### src/source/hazard_ctrl_pkg.sv
// Shared widths, vector types and stage bundles for the stall and flush controller
`default_nettype none

package hazard_ctrl_pkg;

    localparam int reg_idx_w    = 5;          // register file index
    localparam int addr_w       = 32;         // data address
    localparam int word_lsb     = 2;          // lowest bit of the word address
    localparam int ctrl_latency = 2;          // sampled inputs to registered outputs

    typedef logic [reg_idx_w-1:0] reg_idx_t;
    typedef logic [addr_w-1:0]    addr_t;

    // source operands of the instruction sitting in ID
    typedef struct packed {
        reg_idx_t rs;
        reg_idx_t rt;
    } id_srcs_t;

    typedef struct packed {
        reg_idx_t dst;                         // destination written by the EXE instr
        logic     is_load;
    } exe_info_t;

    typedef struct packed {
        reg_idx_t rt;                          // load target in MEM
        logic     is_load;
        logic     is_store;
        addr_t    addr;
        logic     cached;                      // cacheable access
    } mem_info_t;

    // store that has left MEM but is not yet committed to the data cache
    typedef struct packed {
        logic     store_req;
        addr_t    addr;
        logic     cached;
    } store_slot_t;

    typedef struct packed {
        logic exception;                       // flush from the MEM exception check
        logic icache_busy;
        logic dcache_busy;
        logic mult_div_busy;
        logic branch_failed;                   // branch resolved against prediction
        logic imme_jump;                       // j / jal decoded in ID
    } side_causes_t;

    typedef struct packed {
        logic pc;
        logic if_s;
        logic id;
        logic exe;
        logic mem;
        logic mem2;
        logic wb;
    } stage_wr_t;

    typedef struct packed {
        logic if_s;
        logic id;
        logic exe;
        logic mem;
        logic mem2;
        logic wb;
    } stage_flush_t;

endpackage

`default_nettype wire

### src/source/load_use_detect.sv
// Flags a load in EXE or MEM1 whose result the ID instruction reads, one cycle later
`timescale 1ns/1ps
`default_nettype none

module load_use_detect (
    input  logic                        aclk,
    input  logic                        rst_n,
    input  hazard_ctrl_pkg::id_srcs_t   id_srcs,
    input  hazard_ctrl_pkg::exe_info_t  exe_info,
    input  hazard_ctrl_pkg::mem_info_t  mem_info,
    output logic                        ex_stall,
    output logic                        mem1_stall
);

    logic ex_hit;                              // combinational EXE hazard
    logic mem1_hit;                            // combinational MEM1 hazard

    // a load to r0 never produces a value, so it cannot block ID
    function automatic logic load_hits(
        input logic                      is_load,
        input hazard_ctrl_pkg::reg_idx_t dst,
        input hazard_ctrl_pkg::id_srcs_t srcs
    );
        logic dst_live;
        logic src_match;
        dst_live  = (dst != hazard_ctrl_pkg::reg_idx_t'(0));
        src_match = (dst == srcs.rs) || (dst == srcs.rt);
        return is_load && dst_live && src_match;
    endfunction

    always_comb begin
        ex_hit   = load_hits(exe_info.is_load, exe_info.dst, id_srcs);
        mem1_hit = load_hits(mem_info.is_load, mem_info.rt, id_srcs);
    end

    always_ff @(posedge aclk) begin
        if (!rst_n) begin
            ex_stall   <= 1'b0;
            mem1_stall <= 1'b0;
        end else begin
            ex_stall   <= ex_hit;
            mem1_stall <= mem1_hit;
        end
    end

endmodule

`default_nettype wire

### src/source/store_conflict_detect.sv
// Flags a MEM load that reads a word still owned by a pending MEM2 or WB store
`timescale 1ns/1ps
`default_nettype none

module store_conflict_detect (
    input  logic                         aclk,
    input  logic                         rst_n,
    input  hazard_ctrl_pkg::mem_info_t   mem_info,
    input  hazard_ctrl_pkg::store_slot_t mem2_store,
    input  hazard_ctrl_pkg::store_slot_t wb_store,
    output logic                         store_conflict
);

    logic mem2_hit;                            // load overlaps the MEM2 store
    logic wb_hit;                              // load overlaps the WB store
    logic conflict_d;

    // word granularity compare; byte lanes inside a word are not resolved
    function automatic logic slot_hits(
        input hazard_ctrl_pkg::store_slot_t slot,
        input hazard_ctrl_pkg::addr_t       addr,
        input logic                         cached
    );
        logic word_eq;
        logic path_eq;
        word_eq = (slot.addr[hazard_ctrl_pkg::addr_w-1:hazard_ctrl_pkg::word_lsb]
                   == addr[hazard_ctrl_pkg::addr_w-1:hazard_ctrl_pkg::word_lsb]);
        path_eq = (slot.cached == cached);     // cached and uncached go separate ways
        return slot.store_req && word_eq && path_eq;
    endfunction

    always_comb begin
        mem2_hit   = slot_hits(mem2_store, mem_info.addr, mem_info.cached);
        wb_hit     = slot_hits(wb_store, mem_info.addr, mem_info.cached);
        conflict_d = mem_info.is_load && (mem2_hit || wb_hit);
    end

    always_ff @(posedge aclk) begin
        if (!rst_n) begin
            store_conflict <= 1'b0;
        end else begin
            store_conflict <= conflict_d;
        end
    end

endmodule

`default_nettype wire

### src/source/stage_control.sv
// Merges detector flags with sideband causes into per-stage write enables and flushes
`timescale 1ns/1ps
`default_nettype none

module stage_control (
    input  logic                           aclk,
    input  logic                           rst_n,
    input  hazard_ctrl_pkg::side_causes_t  side_causes,
    input  logic                           ex_stall,
    input  logic                           mem1_stall,
    input  logic                           store_conflict,
    output hazard_ctrl_pkg::stage_wr_t     stage_wr,
    output hazard_ctrl_pkg::stage_flush_t  stage_flush
);

    hazard_ctrl_pkg::side_causes_t         side_q;      // aligned with the detector flags
    hazard_ctrl_pkg::stage_wr_t            wr_d;
    hazard_ctrl_pkg::stage_wr_t            wr_q;
    hazard_ctrl_pkg::stage_flush_t         flush_d;
    hazard_ctrl_pkg::stage_flush_t         flush_q;
    logic [hazard_ctrl_pkg::ctrl_latency-1:0] warm;     // one bit per register layer
    logic                                  out_valid;

    // first layer, sideband causes wait for the detectors
    always_ff @(posedge aclk) begin
        if (!rst_n) begin
            side_q <= '0;
        end else begin
            side_q <= side_causes;
        end
    end

    // fixed priority, first matching cause wins
    always_comb begin
        wr_d    = '1;                          // default is free running
        flush_d = '0;
        if (side_q.exception) begin
            flush_d.if_s = 1'b1;
            flush_d.id   = 1'b1;
            flush_d.exe  = 1'b1;
            flush_d.mem  = 1'b1;
            flush_d.mem2 = 1'b1;
        end else if (side_q.icache_busy || side_q.dcache_busy) begin
            wr_d = '0;                         // whole pipe frozen
        end else if (side_q.mult_div_busy) begin
            wr_d.pc     = 1'b0;
            wr_d.if_s   = 1'b0;
            wr_d.id     = 1'b0;
            wr_d.exe    = 1'b0;
            flush_d.mem = 1'b1;                // bubble behind the divider
        end else if (store_conflict) begin
            wr_d.pc      = 1'b0;
            wr_d.if_s    = 1'b0;
            wr_d.id      = 1'b0;
            wr_d.exe     = 1'b0;
            wr_d.mem     = 1'b0;
            flush_d.mem2 = 1'b1;               // load retries once the store drains
        end else if (ex_stall || mem1_stall) begin
            wr_d.pc     = 1'b0;
            wr_d.if_s   = 1'b0;
            wr_d.id     = 1'b0;
            flush_d.exe = 1'b1;
        end else if (side_q.branch_failed) begin
            flush_d.if_s = 1'b1;
            flush_d.id   = 1'b1;
        end else if (side_q.imme_jump) begin
            flush_d.if_s = 1'b1;               // delay slot in ID survives
        end
    end

    // second layer, registered stage controls
    always_ff @(posedge aclk) begin
        if (!rst_n) begin
            wr_q    <= '0;
            flush_q <= '0;
        end else begin
            wr_q    <= wr_d;
            flush_q <= flush_d;
        end
    end

    // ones walk in behind reset, one stage per register layer
    always_ff @(posedge aclk) begin
        if (!rst_n) begin
            warm <= '0;
        end else begin
            warm <= {warm[hazard_ctrl_pkg::ctrl_latency-2:0], 1'b1};
        end
    end

    assign out_valid   = warm[hazard_ctrl_pkg::ctrl_latency-1];
    assign stage_wr    = out_valid ? wr_q : '0;    // zero until both layers hold real data
    assign stage_flush = out_valid ? flush_q : '0;

endmodule

`default_nettype wire

### src/source/hazard_ctrl_top.sv
// Top of the stall and flush controller, drop-in for the CPU pipeline control block
`timescale 1ns/1ps
`default_nettype none

module hazard_ctrl_top (
    input  logic                           aclk,
    input  logic                           rst_n,
    input  hazard_ctrl_pkg::id_srcs_t      id_srcs,
    input  hazard_ctrl_pkg::exe_info_t     exe_info,
    input  hazard_ctrl_pkg::mem_info_t     mem_info,
    input  hazard_ctrl_pkg::store_slot_t   mem2_store,
    input  hazard_ctrl_pkg::store_slot_t   wb_store,
    input  hazard_ctrl_pkg::side_causes_t  side_causes,
    output hazard_ctrl_pkg::stage_wr_t     stage_wr,
    output hazard_ctrl_pkg::stage_flush_t  stage_flush
);

    logic ex_stall;                            // load in EXE feeds ID
    logic mem1_stall;                          // load in MEM1 feeds ID
    logic store_conflict;                      // MEM load behind a pending store

    load_use_detect u_load_use_detect (
        .aclk           (aclk),
        .rst_n          (rst_n),
        .id_srcs        (id_srcs),
        .exe_info       (exe_info),
        .mem_info       (mem_info),
        .ex_stall       (ex_stall),
        .mem1_stall     (mem1_stall)
    );

    store_conflict_detect u_store_conflict_detect (
        .aclk           (aclk),
        .rst_n          (rst_n),
        .mem_info       (mem_info),
        .mem2_store     (mem2_store),
        .wb_store       (wb_store),
        .store_conflict (store_conflict)
    );

    stage_control u_stage_control (
        .aclk           (aclk),
        .rst_n          (rst_n),
        .side_causes    (side_causes),
        .ex_stall       (ex_stall),
        .mem1_stall     (mem1_stall),
        .store_conflict (store_conflict),
        .stage_wr       (stage_wr),
        .stage_flush    (stage_flush)
    );

endmodule

`default_nettype wire

### config.mk
export PLATFORM = sky130hd
export DESIGN_NAME = hazard_ctrl_top
export DESIGN_NICKNAME = d
export VERILOG_FILES = /design/src/source/hazard_ctrl_pkg.sv /design/src/source/load_use_detect.sv /design/src/source/store_conflict_detect.sv /design/src/source/stage_control.sv /design/src/source/hazard_ctrl_top.sv
export SDC_FILE = /design/constraint.sdc
export NUM_CORES = 1
export LEC_CHECK = 0
export BUFFER_PORTS_ARGS = -buffer_cell sky130_fd_sc_hd__buf_2
export CORE_AREA = 2 2 66 68
export CTS_CLUSTER_SIZE = 30
export DETAILED_ROUTE_END_ITERATION = 7
export DIE_AREA = 0 0 68 70
export GPL_TIMING_DRIVEN = 0
export PLACE_DENSITY = 0.81
export SYNTH_ARGS = -nofsm -noshare
export SYNTH_HDL_FRONTEND = slang
export SYNTH_SLANG_ARGS = --single-unit
### constraint.sdc
create_clock -name aclk -period 2.7 [get_ports aclk]
set_clock_uncertainty 0.2 [all_clocks]
set_input_delay 0.54 -clock aclk [delete_from_list [all_inputs] [get_ports aclk]]
set_output_delay 0.54 -clock aclk [all_outputs]
set_load 0.1 [all_outputs]
==> results.tsv, run 1 <==
stage	metric	value	unit
run_status	status	complete, no violations	
placed_design	Port Buffer Count	136	
timing	Hold Fails Final Rpt	0	
setup_path	Crit Path Max Fanout	9	
setup_path	FF-to-FF Start	u_stage_control.side_q[5]	
layout	layout cells sized above 1	0.4611	
detailed_routing	WL final	4348	um
setup_path	Worst setup startpoint	u_stage_control.warm[1]	
setup_path	reg-to-reg endpoint	u_stage_control.flush_q[5]	
setup_path	crit path to	stage_wr[6]	
setup_path	slowest CP cell	dfxtp_1	
setup_path	r2r setup slk	1.34	ns
logic_synthesis	FF+latch count, synth	20	
floorplanning	Die X	68	um
power_and_ir_drop	Leak	1.082	nW
min_path	HP Class	reg2reg	
clock_network	TritonCTS clock tree	yes	
clock_network	Post-CTS Setup Bufs	0	
clock_network	CTS Buf Count	3	
setup_path	slowest stage delay, CP	0.41	ns
logic_synthesis	synth top area cells	xnor2_1 (39%), dfxtp_1 (25%), and2_1 (6.3%), nand4_1 (6.3%), xor2_1 (6.1%)	
layout	synthesis-to-finish area growth	49.84	%
detailed_routing	DRC Markers	0	
timing	TNS Setup	0	ns
placed_design	dpl cells	370	
logic_synthesis	share of the synthesized area in the top cell type	0.3938	
logic_synthesis	post-synthesis sequential area ratio	0.2536	
logic_synthesis	Yosys cell types	23	
grt	first-pass GRT wire length	6872	um
logic_synthesis	Net Count, Synth	314	
power_and_ir_drop	Overall Power	0.8271	mW
floorplanning	core outline area	0.004144	sq mm
logic_synthesis	Mapped Cells	182	
timing	Hold Slack	0.2484	ns
placed_design	global placer's final weighted congestion	0.8553	
timing	Max Slew Vio Count	0	
setup_path	Worst Path Arrival	1.36	ns
timing	maximum clock rate	476.0	MHz
setup_path	worst-path cell chain	and2_1 > buf_4 > buf_2	
power_and_ir_drop	Power Density	349.6	mW/mm^2
layout	Finished Layout Cells	373	
clock_network	clk sinks	20	
placed_design	Placed Instance Area	0.002325	sq mm
grt	GRT Util Overall	0.1838	
clock_network	number of gates resized after CTS	0	
layout	commonest non-fill, non-tap cell in the layout	buf_2	
clock_network	CTS root buf	clkbuf_8	
floorplanning	Ports	145	
clock_network	Max Root-Sink Buffers	2	
grt	grt total ovfl	0	
layout	# fillers	399	
logic_synthesis	cell type with the largest total area after synthesis	xnor2_1	
layout	commonest cells after routing, fill and taps aside	buf_2 (137), xnor2_1 (71), dfxtp_1 (20)	
layout	Final Cell Area	0.002366	sq mm
setup_path	Critical Path End Type	output port	
detailed_routing	1st-iter DRT viols	56	
detailed_routing	vias per std cell	4.477	
detailed_routing	Antenna Nets Post-Route	0	
timing	Tmin final	2.101	ns
flow_run	max-capacitance violation count	0	
setup_path	Worst setup SP type	flop	
clock_network	Clock transition at path regs	0.06	ns
timing	RSZ-0062 raised after global routing	false	
layout	ANT cells	0	
floorplanning	Die H	70	um
timing	final worst-path cycle share	0.7781	
setup_path	WP data required	1.96	ns
setup_path	Setup CP Type	reg2out	
logic_synthesis	Synth Cell Area	0.001579	sq mm
layout	Final nets	455	
detailed_routing	DR vias	1670	
logic_synthesis	Synth Warn #	0	
power_and_ir_drop	VDD IR max	0.1556	mV
clock_network	Hold Buf Count CTS	0	
setup_path	Reg2Reg Depth	6	
detailed_routing	TritonRoute pass-1 iters	4	
grt	largest net degree at the start of global routing	12	
logic_synthesis	Post-Syn Area per Cell	8.676	sq um
clock_network	latest clock arrival within the worst-skew pair	0.25	ns
clock_network	H-tree levels	1	
timing	Setup violations, final	0	
floorplanning	initial core utilization	0.3810	
placed_design	post-detail-place hpwl	4018	um
grt	vias in the first global route	1692	
floorplanning	Die Area	0.004760	sq mm
detailed_routing	drt wl/cell	11.66	um
grt	initial antenna violation count	0	
floorplanning	row count	24	
[state kept, by name, summed over array words and instances, names as in the netlist]
register,cells
u_stage_control.wr_q,4
u_stage_control.side_q,6
u_load_use_detect.mem1_stall,1
u_load_use_detect.ex_stall,1
u_store_conflict_detect.store_conflict,1
u_stage_control.flush_q,5
u_stage_control.warm,2
[how the worst min path moves through the flow]
stage,startpoint,endpoint,depth (start not counted)
after floorplan,u_stage_control.warm[0],u_stage_control.warm[1],1
after global placement,u_stage_control.warm[0],u_stage_control.warm[1],1
after detailed placement,u_stage_control.warm[0],u_stage_control.warm[1],1
after CTS,u_stage_control.warm[0],u_stage_control.warm[1],1
after global routing,u_stage_control.warm[0],u_stage_control.warm[1],1
final,u_stage_control.side_q[0],u_stage_control.flush_q[5],2
[Yosys cell counts]
cell / n
nand4_1: 16
conb_1: 1
buf_2: 1
buf_4: 4
o21ai_2: 2
xnor2_1: 71
nor4_1: 3
inv_1: 3
o211ai_1: 1
dfxtp_1: 20
inv_2: 1
and2_1: 16
o21bai_1: 1
nor2_1: 12
nor4_2: 1
nand3_1: 3
or4_1: 2
xor2_1: 11
nor3_1: 7
a31oi_1: 1
a21oi_1: 3
nand2_1: 1
a22oi_1: 1
[area by class of cell]
type / instances / area, sq um / area share
Buffer: 5 / 35.03 / 0.01481
Clock buffer: 3 / 41.29 / 0.01745
Timing Repair Buffer: 136 / 680.7 / 0.2877
Tap cell: 52 / 65.06 / 0.02750
Inverter: 4 / 15.01 / 0.006346
Sequential cell: 20 / 400.4 / 0.1692
Multi-Input combinational cell: 153 / 1129 / 0.4770
[per-layer routing]
layer / vias to the layer above / GRT usage / share of wire
li1: 885 / - / -
met1: 691 / 0.2108 / 0.40
met2: 85 / 0.3279 / 0.51
met3: 9 / 0.03221 / 0.075
met4: 0 / 0.06889 / 0.017
met5: - / 0 / 0
[report_power, final]
group	leakage, nW	internal, mW	switching, mW
Sequential	0.165	0.311	0.00461
Clock	0.0216	0.0991	0.0820
Combinational	0.895	0.164	0.167
[stage by stage]
stage	utilization	setup slack, ns
3_5_place_dp	0.5610	0.8439
5_1_grt	0.5710	0.5043
4_1_cts	0.5710	0.5724
3_3_place_gp	0.5610	0.8663
6_report	0.5710	0.5992
2_1_floorplan	-	0.3578
[worst max-delay path: cells and delay by family (launching register included)]
kind          cells  cell delay [ns]
simple gates      1             0.18
buf+inv           2             0.52
flops             1             0.41
[kinds of logic after synthesis]
| logic type | after synthesis | synth area share |
|---|---|---|
| AOI/OAI and AO/OA | 9 | 0.03883 |
| buffers and inverters | 9 | 0.03169 |
| DFF | 20 | 0.2536 |
| xor gates and xnor gates | 82 | 0.4548 |
| and+or+nand+nor | 61 | 0.2187 |
| other | 1 | 0.002375 |
No activity file was read; power rests on OpenSTA's default activity.
==> run 2: changes to the inputs <==
Settings changed: CORE_AREA 2 2 66 68 to 2 2 72 74, DIE_AREA 0 0 68 70 to 0 0 74 76, PLACE_DENSITY 0.81 to 0.72.
Clock period 2.7 ns to 1.7 ns, I/O delays scaled along.
==> results.tsv, run 2 (synthesis gave the netlist of run 1 again) <==
stage	metric	value	unit	change
run_status	status	complete, no violations		unchanged
placed_design	DP Worst Slack	0.05108	ns	was 0.8439 ns
setup_path	r2r setup slk	0.33	ns	was 1.34 ns
clock_network	TritonCTS clock tree	yes		unchanged
grt	vias in the first global route	1740		was 1692
clock_network	Clock transition at path regs	0.06	ns	about the same
layout	Largest register FFs	6		unchanged
setup_path	Reg2Reg Depth	6		unchanged
detailed_routing	WL met3	201	um	was 324 um
power_and_ir_drop	Overall Power	1.317	mW	was 0.8271 mW
layout	layout cells sized above 1	0.4704		was 0.4611
clock_network	CTS Buf Count	3		unchanged
floorplanning	Die Area	0.005624	sq mm	was 0.004760 sq mm
clock_network	Hold Buf Count CTS	0		unchanged
timing	RSZ-0062 raised after global routing	false		unchanged
grt	first-pass GRT wire length	7341	um	was 6872 um
floorplanning	initial core utilization	0.3214		was 0.3810
detailed_routing	highest metal used	met4		unchanged
detailed_routing	M1 WL	1856	um	was 1734 um
timing	final worst-path cycle share	0.9575		
clock_network	clk sinks	20		unchanged
layout	Top Registers	u_stage_control.side_q: 6 flops, u_stage_control.flush_q: 5 flops, u_stage_control.wr_q: 4 flops		unchanged
detailed_routing	WL final	4467	um	was 4348 um
setup_path	Crit Path Max Fanout	9		unchanged
power_and_ir_drop	VDD IR max	0.2218	mV	was 0.1556 mV
detailed_routing	met2 WL	2362	um	was 2214 um
grt	GRT Util Overall	0.1646		was 0.1838
timing	maximum clock rate	614.4	MHz	
timing	min setup slack post-route	0.07227	ns	was 0.5992 ns
detailed_routing	DR vias	1669		was 1670
layout	Finished Layout Cells	391		was 373
placed_design	Port Buffer Count	136		unchanged
setup_path	Worst setup startpoint	u_stage_control.warm[1]		unchanged
clock_network	latest clock arrival within the worst-skew pair	0.25	ns	about the same
setup_path	reg-to-reg endpoint	u_stage_control.flush_q[5]		unchanged
floorplanning	row count	26		was 24
floorplanning	Ports	145		unchanged
layout	commonest non-fill, non-tap cell in the layout	buf_2		unchanged
timing	Hold Fails Final Rpt	0		unchanged
floorplanning	Die X	74	um	was 68 um
layout	commonest cells after routing, fill and taps aside	buf_2 (125), xnor2_1 (71), dfxtp_1 (19)		was buf_2 (137), xnor2_1 (71), dfxtp_1 (20)
placed_design	post-detail-place hpwl	4091	um	was 4018 um
setup_path	Setup CP Type	reg2out		unchanged
placed_design	global placer's final weighted congestion	0.9530		was 0.8553
clock_network	Max Root-Sink Buffers	2		unchanged
detailed_routing	1st-iter DRT viols	47		was 56
layout	Largest Register	u_stage_control.side_q		unchanged
setup_path	Worst setup SP type	flop		unchanged
floorplanning	core outline area	0.004912	sq mm	was 0.004144 sq mm
floorplanning	Die H	76	um	was 70 um
detailed_routing	TritonRoute pass-1 iters	4		unchanged
detailed_routing	DRC Markers	0		unchanged
detailed_routing	vias per std cell	4.269		was 4.477
clock_network	H-tree levels	1		unchanged
layout	Final nets	455		unchanged
setup_path	FF-to-FF Start	u_stage_control.side_q[5]		unchanged
clock_network	CTS root buf	clkbuf_8		unchanged
timing	Setup violations, final	0		unchanged
setup_path	Critical Path End Type	output port		unchanged
flow_run	max-capacitance violation count	0		unchanged
timing	Max Slew Vio Count	0		unchanged
grt	initial antenna violation count	0		unchanged
timing	Tmin final	1.628	ns	
layout	synthesis-to-finish area growth	54.75	%	was 49.84%
placed_design	dpl cells	388		was 370
layout	final core utilization	0.4975		was 0.5710
grt	largest net degree at the start of global routing	12		unchanged
setup_path	crit path to	stage_wr[1]		was stage_wr[6]
grt	grt total ovfl	0		unchanged
min_path	HP Class	in2reg		was reg2reg
power_and_ir_drop	Leak	1.090	nW	was 1.082 nW
layout	ANT cells	0		unchanged
setup_path	Worst Path Arrival	1.09	ns	was 1.36 ns
power_and_ir_drop	Power Density	538.9	mW/mm^2	was 349.6 mW/mm^2
detailed_routing	drt wl/cell	11.42	um	was 11.66 um
detailed_routing	Antenna Nets Post-Route	0		unchanged
timing	TNS Setup	0	ns	unchanged
setup_path	WP data required	1.16	ns	was 1.96 ns
==> run 2: cell counts in the layout (fill, tap and decap cells not counted) <==
No cell type changed its count.
==> run 2: per-layer routing <==
metal / vias up / GRT usage
met3: 6 / 0.01720
met1: 719 / 0.2089
li1: 882 / -
met2: 62 / 0.2866
met5: - / 0
met4: 0 / 0.04909
==> run 2: cell type report <==
type | instances | area [sq um]
repair buffers | 136 | 729.5
plain buffers | 5 | 35.03
well taps | 70 | 87.58
clock buffers | 3 | 41.29
fillers | 483 | 2469
multi-input cells | 153 | 1134
flip-flops and latches | 20 | 401.6
inverters | 4 | 15.01
==> run 2: through the flow <==
stage | area, sq um | hold WS [ns]
after floorplan | 1584 | 0.1677
after global placement | 2352 | 0.2173
final | 2444 | 0.09757
after global routing | 2444 | 0.08634
after detailed placement | 2352 | 0.2243
after CTS | 2436 | 0.08681
==> run 2: repair_timing <==
item | 4_1_cts | 5_1_grt
setup endpoints to repair | 12 | 2
buffers inserted | 0 | 0
resized for setup | 16 | 2
==> run 2: how the worst min path moves through the flow <==
stage | start | cells past startpoint | slack (ns) | end
final | side_causes[1] | 2 | 0.1 | u_stage_control.side_q[1]
after global routing | side_causes[1] | 2 | 0.09 | u_stage_control.side_q[1]
after CTS | side_causes[1] | 2 | 0.09 | u_stage_control.side_q[1]
after detailed placement | u_stage_control.warm[0] | 1 | 0.22 | u_stage_control.warm[1]
after global placement | u_stage_control.warm[0] | 1 | 0.22 | u_stage_control.warm[1]
after floorplan | rst_n | 0 | 0.17 | u_stage_control.warm[0]
==> run 2: report_power, final <==
group | switching (mW) | internal [mW]
combinational | 0.264 | 0.269
sequential | 0.00766 | 0.494
clock | 0.125 | 0.157
==> run 2: critical path, stage by stage (launching register included) <==
cell	delay [ns]
dfxtp_2	0.38
and2_4	0.16
buf_4	0.10
buf_6	0.21
==> run 3: changes to the inputs <==
Settings changed: CTS_CLUSTER_SIZE 30 to unset, RECOVER_POWER set to 100.
==> results.tsv, run 3 (synthesis gave the netlist of run 1 again) <==
stage	metric	value	unit	change
power_and_ir_drop	Power Density	539.8	mW/mm^2	was 538.9 mW/mm^2
setup_path	Crit Path Max Fanout	9		unchanged
floorplanning	Die X	74	um	unchanged
setup_path	crit path to	stage_wr[1]		unchanged
floorplanning	Ports	145		unchanged
layout	Largest Register	u_stage_control.side_q		unchanged
setup_path	FF-to-FF Start	u_stage_control.side_q[5]		unchanged
placed_design	post-detail-place hpwl	4091	um	unchanged
grt	grt total ovfl	0		unchanged
setup_path	Worst setup SP type	flop		unchanged
timing	Hold Fails Final Rpt	0		unchanged
placed_design	global placer's final weighted congestion	0.9530		unchanged
layout	ANT cells	0		unchanged
setup_path	Setup CP Type	reg2out		unchanged
floorplanning	row count	26		unchanged
layout	Final nets	455		unchanged
placed_design	Port Buffer Count	136		unchanged
setup_path	slowest stage delay, CP	0.38	ns	about the same
setup_path	Reg2Reg Depth	6		unchanged
layout	Finished Layout Cells	391		unchanged
run_status	status	complete, no violations		unchanged
detailed_routing	1st-iter DRT viols	50		was 47
timing	Max Slew Vio Count	0		unchanged
layout	synthesis-to-finish area growth	54.36	%	was 54.75%
detailed_routing	DR vias	1668		was 1669
detailed_routing	WL final	4493	um	was 4467 um
setup_path	WP data required	1.16	ns	about the same
layout	Largest register FFs	6		unchanged
floorplanning	Die Area	0.005624	sq mm	unchanged
grt	largest net degree at the start of global routing	12		unchanged
clock_network	Post-CTS Setup Bufs	0		unchanged
setup_path	slowest CP cell	dfxtp_2		unchanged
timing	RSZ-0062 raised after global routing	false		unchanged
timing	Setup violations, final	0		unchanged
layout	commonest non-fill, non-tap cell in the layout	buf_2		unchanged
floorplanning	core outline area	0.004912	sq mm	unchanged
clock_network	H-tree levels	1		unchanged
clock_network	CTS root buf	clkbuf_8		unchanged
detailed_routing	Antenna Nets Post-Route	0		unchanged
placed_design	Placed Instance Area	0.002352	sq mm	unchanged
clock_network	Hold Buf Count CTS	0		unchanged
clock_network	clk sinks	20		unchanged
layout	Top Registers	u_stage_control.side_q: 6 flops, u_stage_control.flush_q: 5 flops, u_stage_control.wr_q: 4 flops		unchanged
clock_network	latest clock arrival within the worst-skew pair	0.25	ns	about the same
grt	vias in the first global route	1740		unchanged
floorplanning	initial core utilization	0.3214		unchanged
detailed_routing	drt wl/cell	11.49	um	was 11.42 um
grt	initial antenna violation count	0		unchanged
detailed_routing	TritonRoute pass-1 iters	4		unchanged
clock_network	CTS Buf Count	3		unchanged
flow_run	max-capacitance violation count	0		unchanged
setup_path	Worst Path Arrival	1.09	ns	about the same
placed_design	dpl cells	388		unchanged
grt	GRT Util Overall	0.1646		unchanged
timing	Tmin final	1.628	ns	about the same
timing	maximum clock rate	614.4	MHz	about the same
setup_path	Critical Path End Type	output port		unchanged
clock_network	TritonCTS clock tree	yes		unchanged
layout	layout cells sized above 1	0.4548		was 0.4704
setup_path	r2r setup slk	0.22	ns	was 0.33 ns
floorplanning	Die H	76	um	unchanged
setup_path	Worst setup startpoint	u_stage_control.warm[1]		unchanged
timing	final worst-path cycle share	0.9575		about the same
grt	first-pass GRT wire length	7341	um	unchanged
layout	commonest cells after routing, fill and taps aside	buf_2 (120), xnor2_1 (71), dfxtp_1 (19)		was buf_2 (125), xnor2_1 (71), dfxtp_1 (19)
detailed_routing	vias per std cell	4.266		was 4.269
min_path	HP Class	in2reg		unchanged
timing	TNS Setup	0	ns	unchanged
layout	Final Cell Area	0.002437	sq mm	was 0.002444 sq mm
clock_network	Max Root-Sink Buffers	2		unchanged
power_and_ir_drop	Leak	1.071	nW	was 1.090 nW
detailed_routing	DRC Markers	0		unchanged
setup_path	reg-to-reg endpoint	u_stage_control.flush_q[5]		unchanged
setup_path	worst-path cell chain	and2_4 > buf_4 > buf_6		unchanged
layout	# fillers	486		was 483
clock_network	Clock transition at path regs	0.06	ns	about the same
power_and_ir_drop	VDD IR max	0.2204	mV	was 0.2218 mV
run 3: cell types whose count changed in the layout (fill, tap and decap cells not counted):
cell      before  now
and2_0         0    4
and2_1        14   10
buf_2        125  120
buf_4         13   11
clkbuf_1       0    5
clkbuf_4       0    2
run 3: through the flow:
step | util | power (mW) | hold slack, ns | setup WS, ns
2_1_floorplan | - | 0.8045 | 0.1677 | 0.01025
3_3_place_gp | 0.4789 | 1.032 | 0.2173 | 0.06043
3_5_place_dp | 0.4789 | 1.039 | 0.2243 | 0.05108
4_1_cts | 0.4959 | 1.336 | 0.08681 | 0.04227
5_1_grt | 0.4962 | 1.404 | 0.08634 | 0.0002482
6_report | 0.4962 | 1.316 | 0.09569 | 0.07228
run 3: final cells by class:
class                      count  area [sq um]  area share
buffer                         5         33.78     0.01386
multi-input combinational    153          1134      0.4651
sequential                    20         401.6      0.1648
timing repair buffer         136         724.4      0.2972
inverter                       4         15.01    0.006160
clock buffer                   3         41.29     0.01694
tap                           70         87.58     0.03593
run 3: worst max-delay path: cells and delay by family (launching register included):
family,cells,cell delay [ns]
AND/OR/NAND/NOR,1,0.16
buffers and inverters,2,0.31
flip-flops,1,0.38
run 3: worst min path at each step:
stage | startpoint | to | slack (ns) | cells past startpoint
after floorplan | rst_n | u_stage_control.warm[0] | 0.17 | 0
after global placement | u_stage_control.warm[0] | u_stage_control.warm[1] | 0.22 | 1
after detailed placement | u_stage_control.warm[0] | u_stage_control.warm[1] | 0.22 | 1
after CTS | side_causes[1] | u_stage_control.side_q[1] | 0.09 | 2
after global routing | side_causes[1] | u_stage_control.side_q[1] | 0.09 | 2
final | side_causes[1] | u_stage_control.side_q[1] | 0.1 | 2
run 3: where the power goes:
group / total (mW) / internal [mW] / switching (mW)
Combinational: 0.531 / 0.267 / 0.264
Clock: 0.283 / 0.157 / 0.126
Sequential: 0.502 / 0.494 / 0.00773
Total: 1.32 / 0.918 / 0.398
run 3: what timing repair did:
action | in CTS | in global routing
setup endpoints to repair | 12 | 2
gates resized for setup | 16 | 2
gates cloned | 0 | 0
run 3: per-layer routing:
metal  wire (um)  vias to the layer above  GRT usage
met1        1869                      719     0.2089
met2        2375                       62     0.2866
li1            -                      881          -
met4          46                        0    0.04909
met3         201                        6    0.01720
met5           0                        -          0
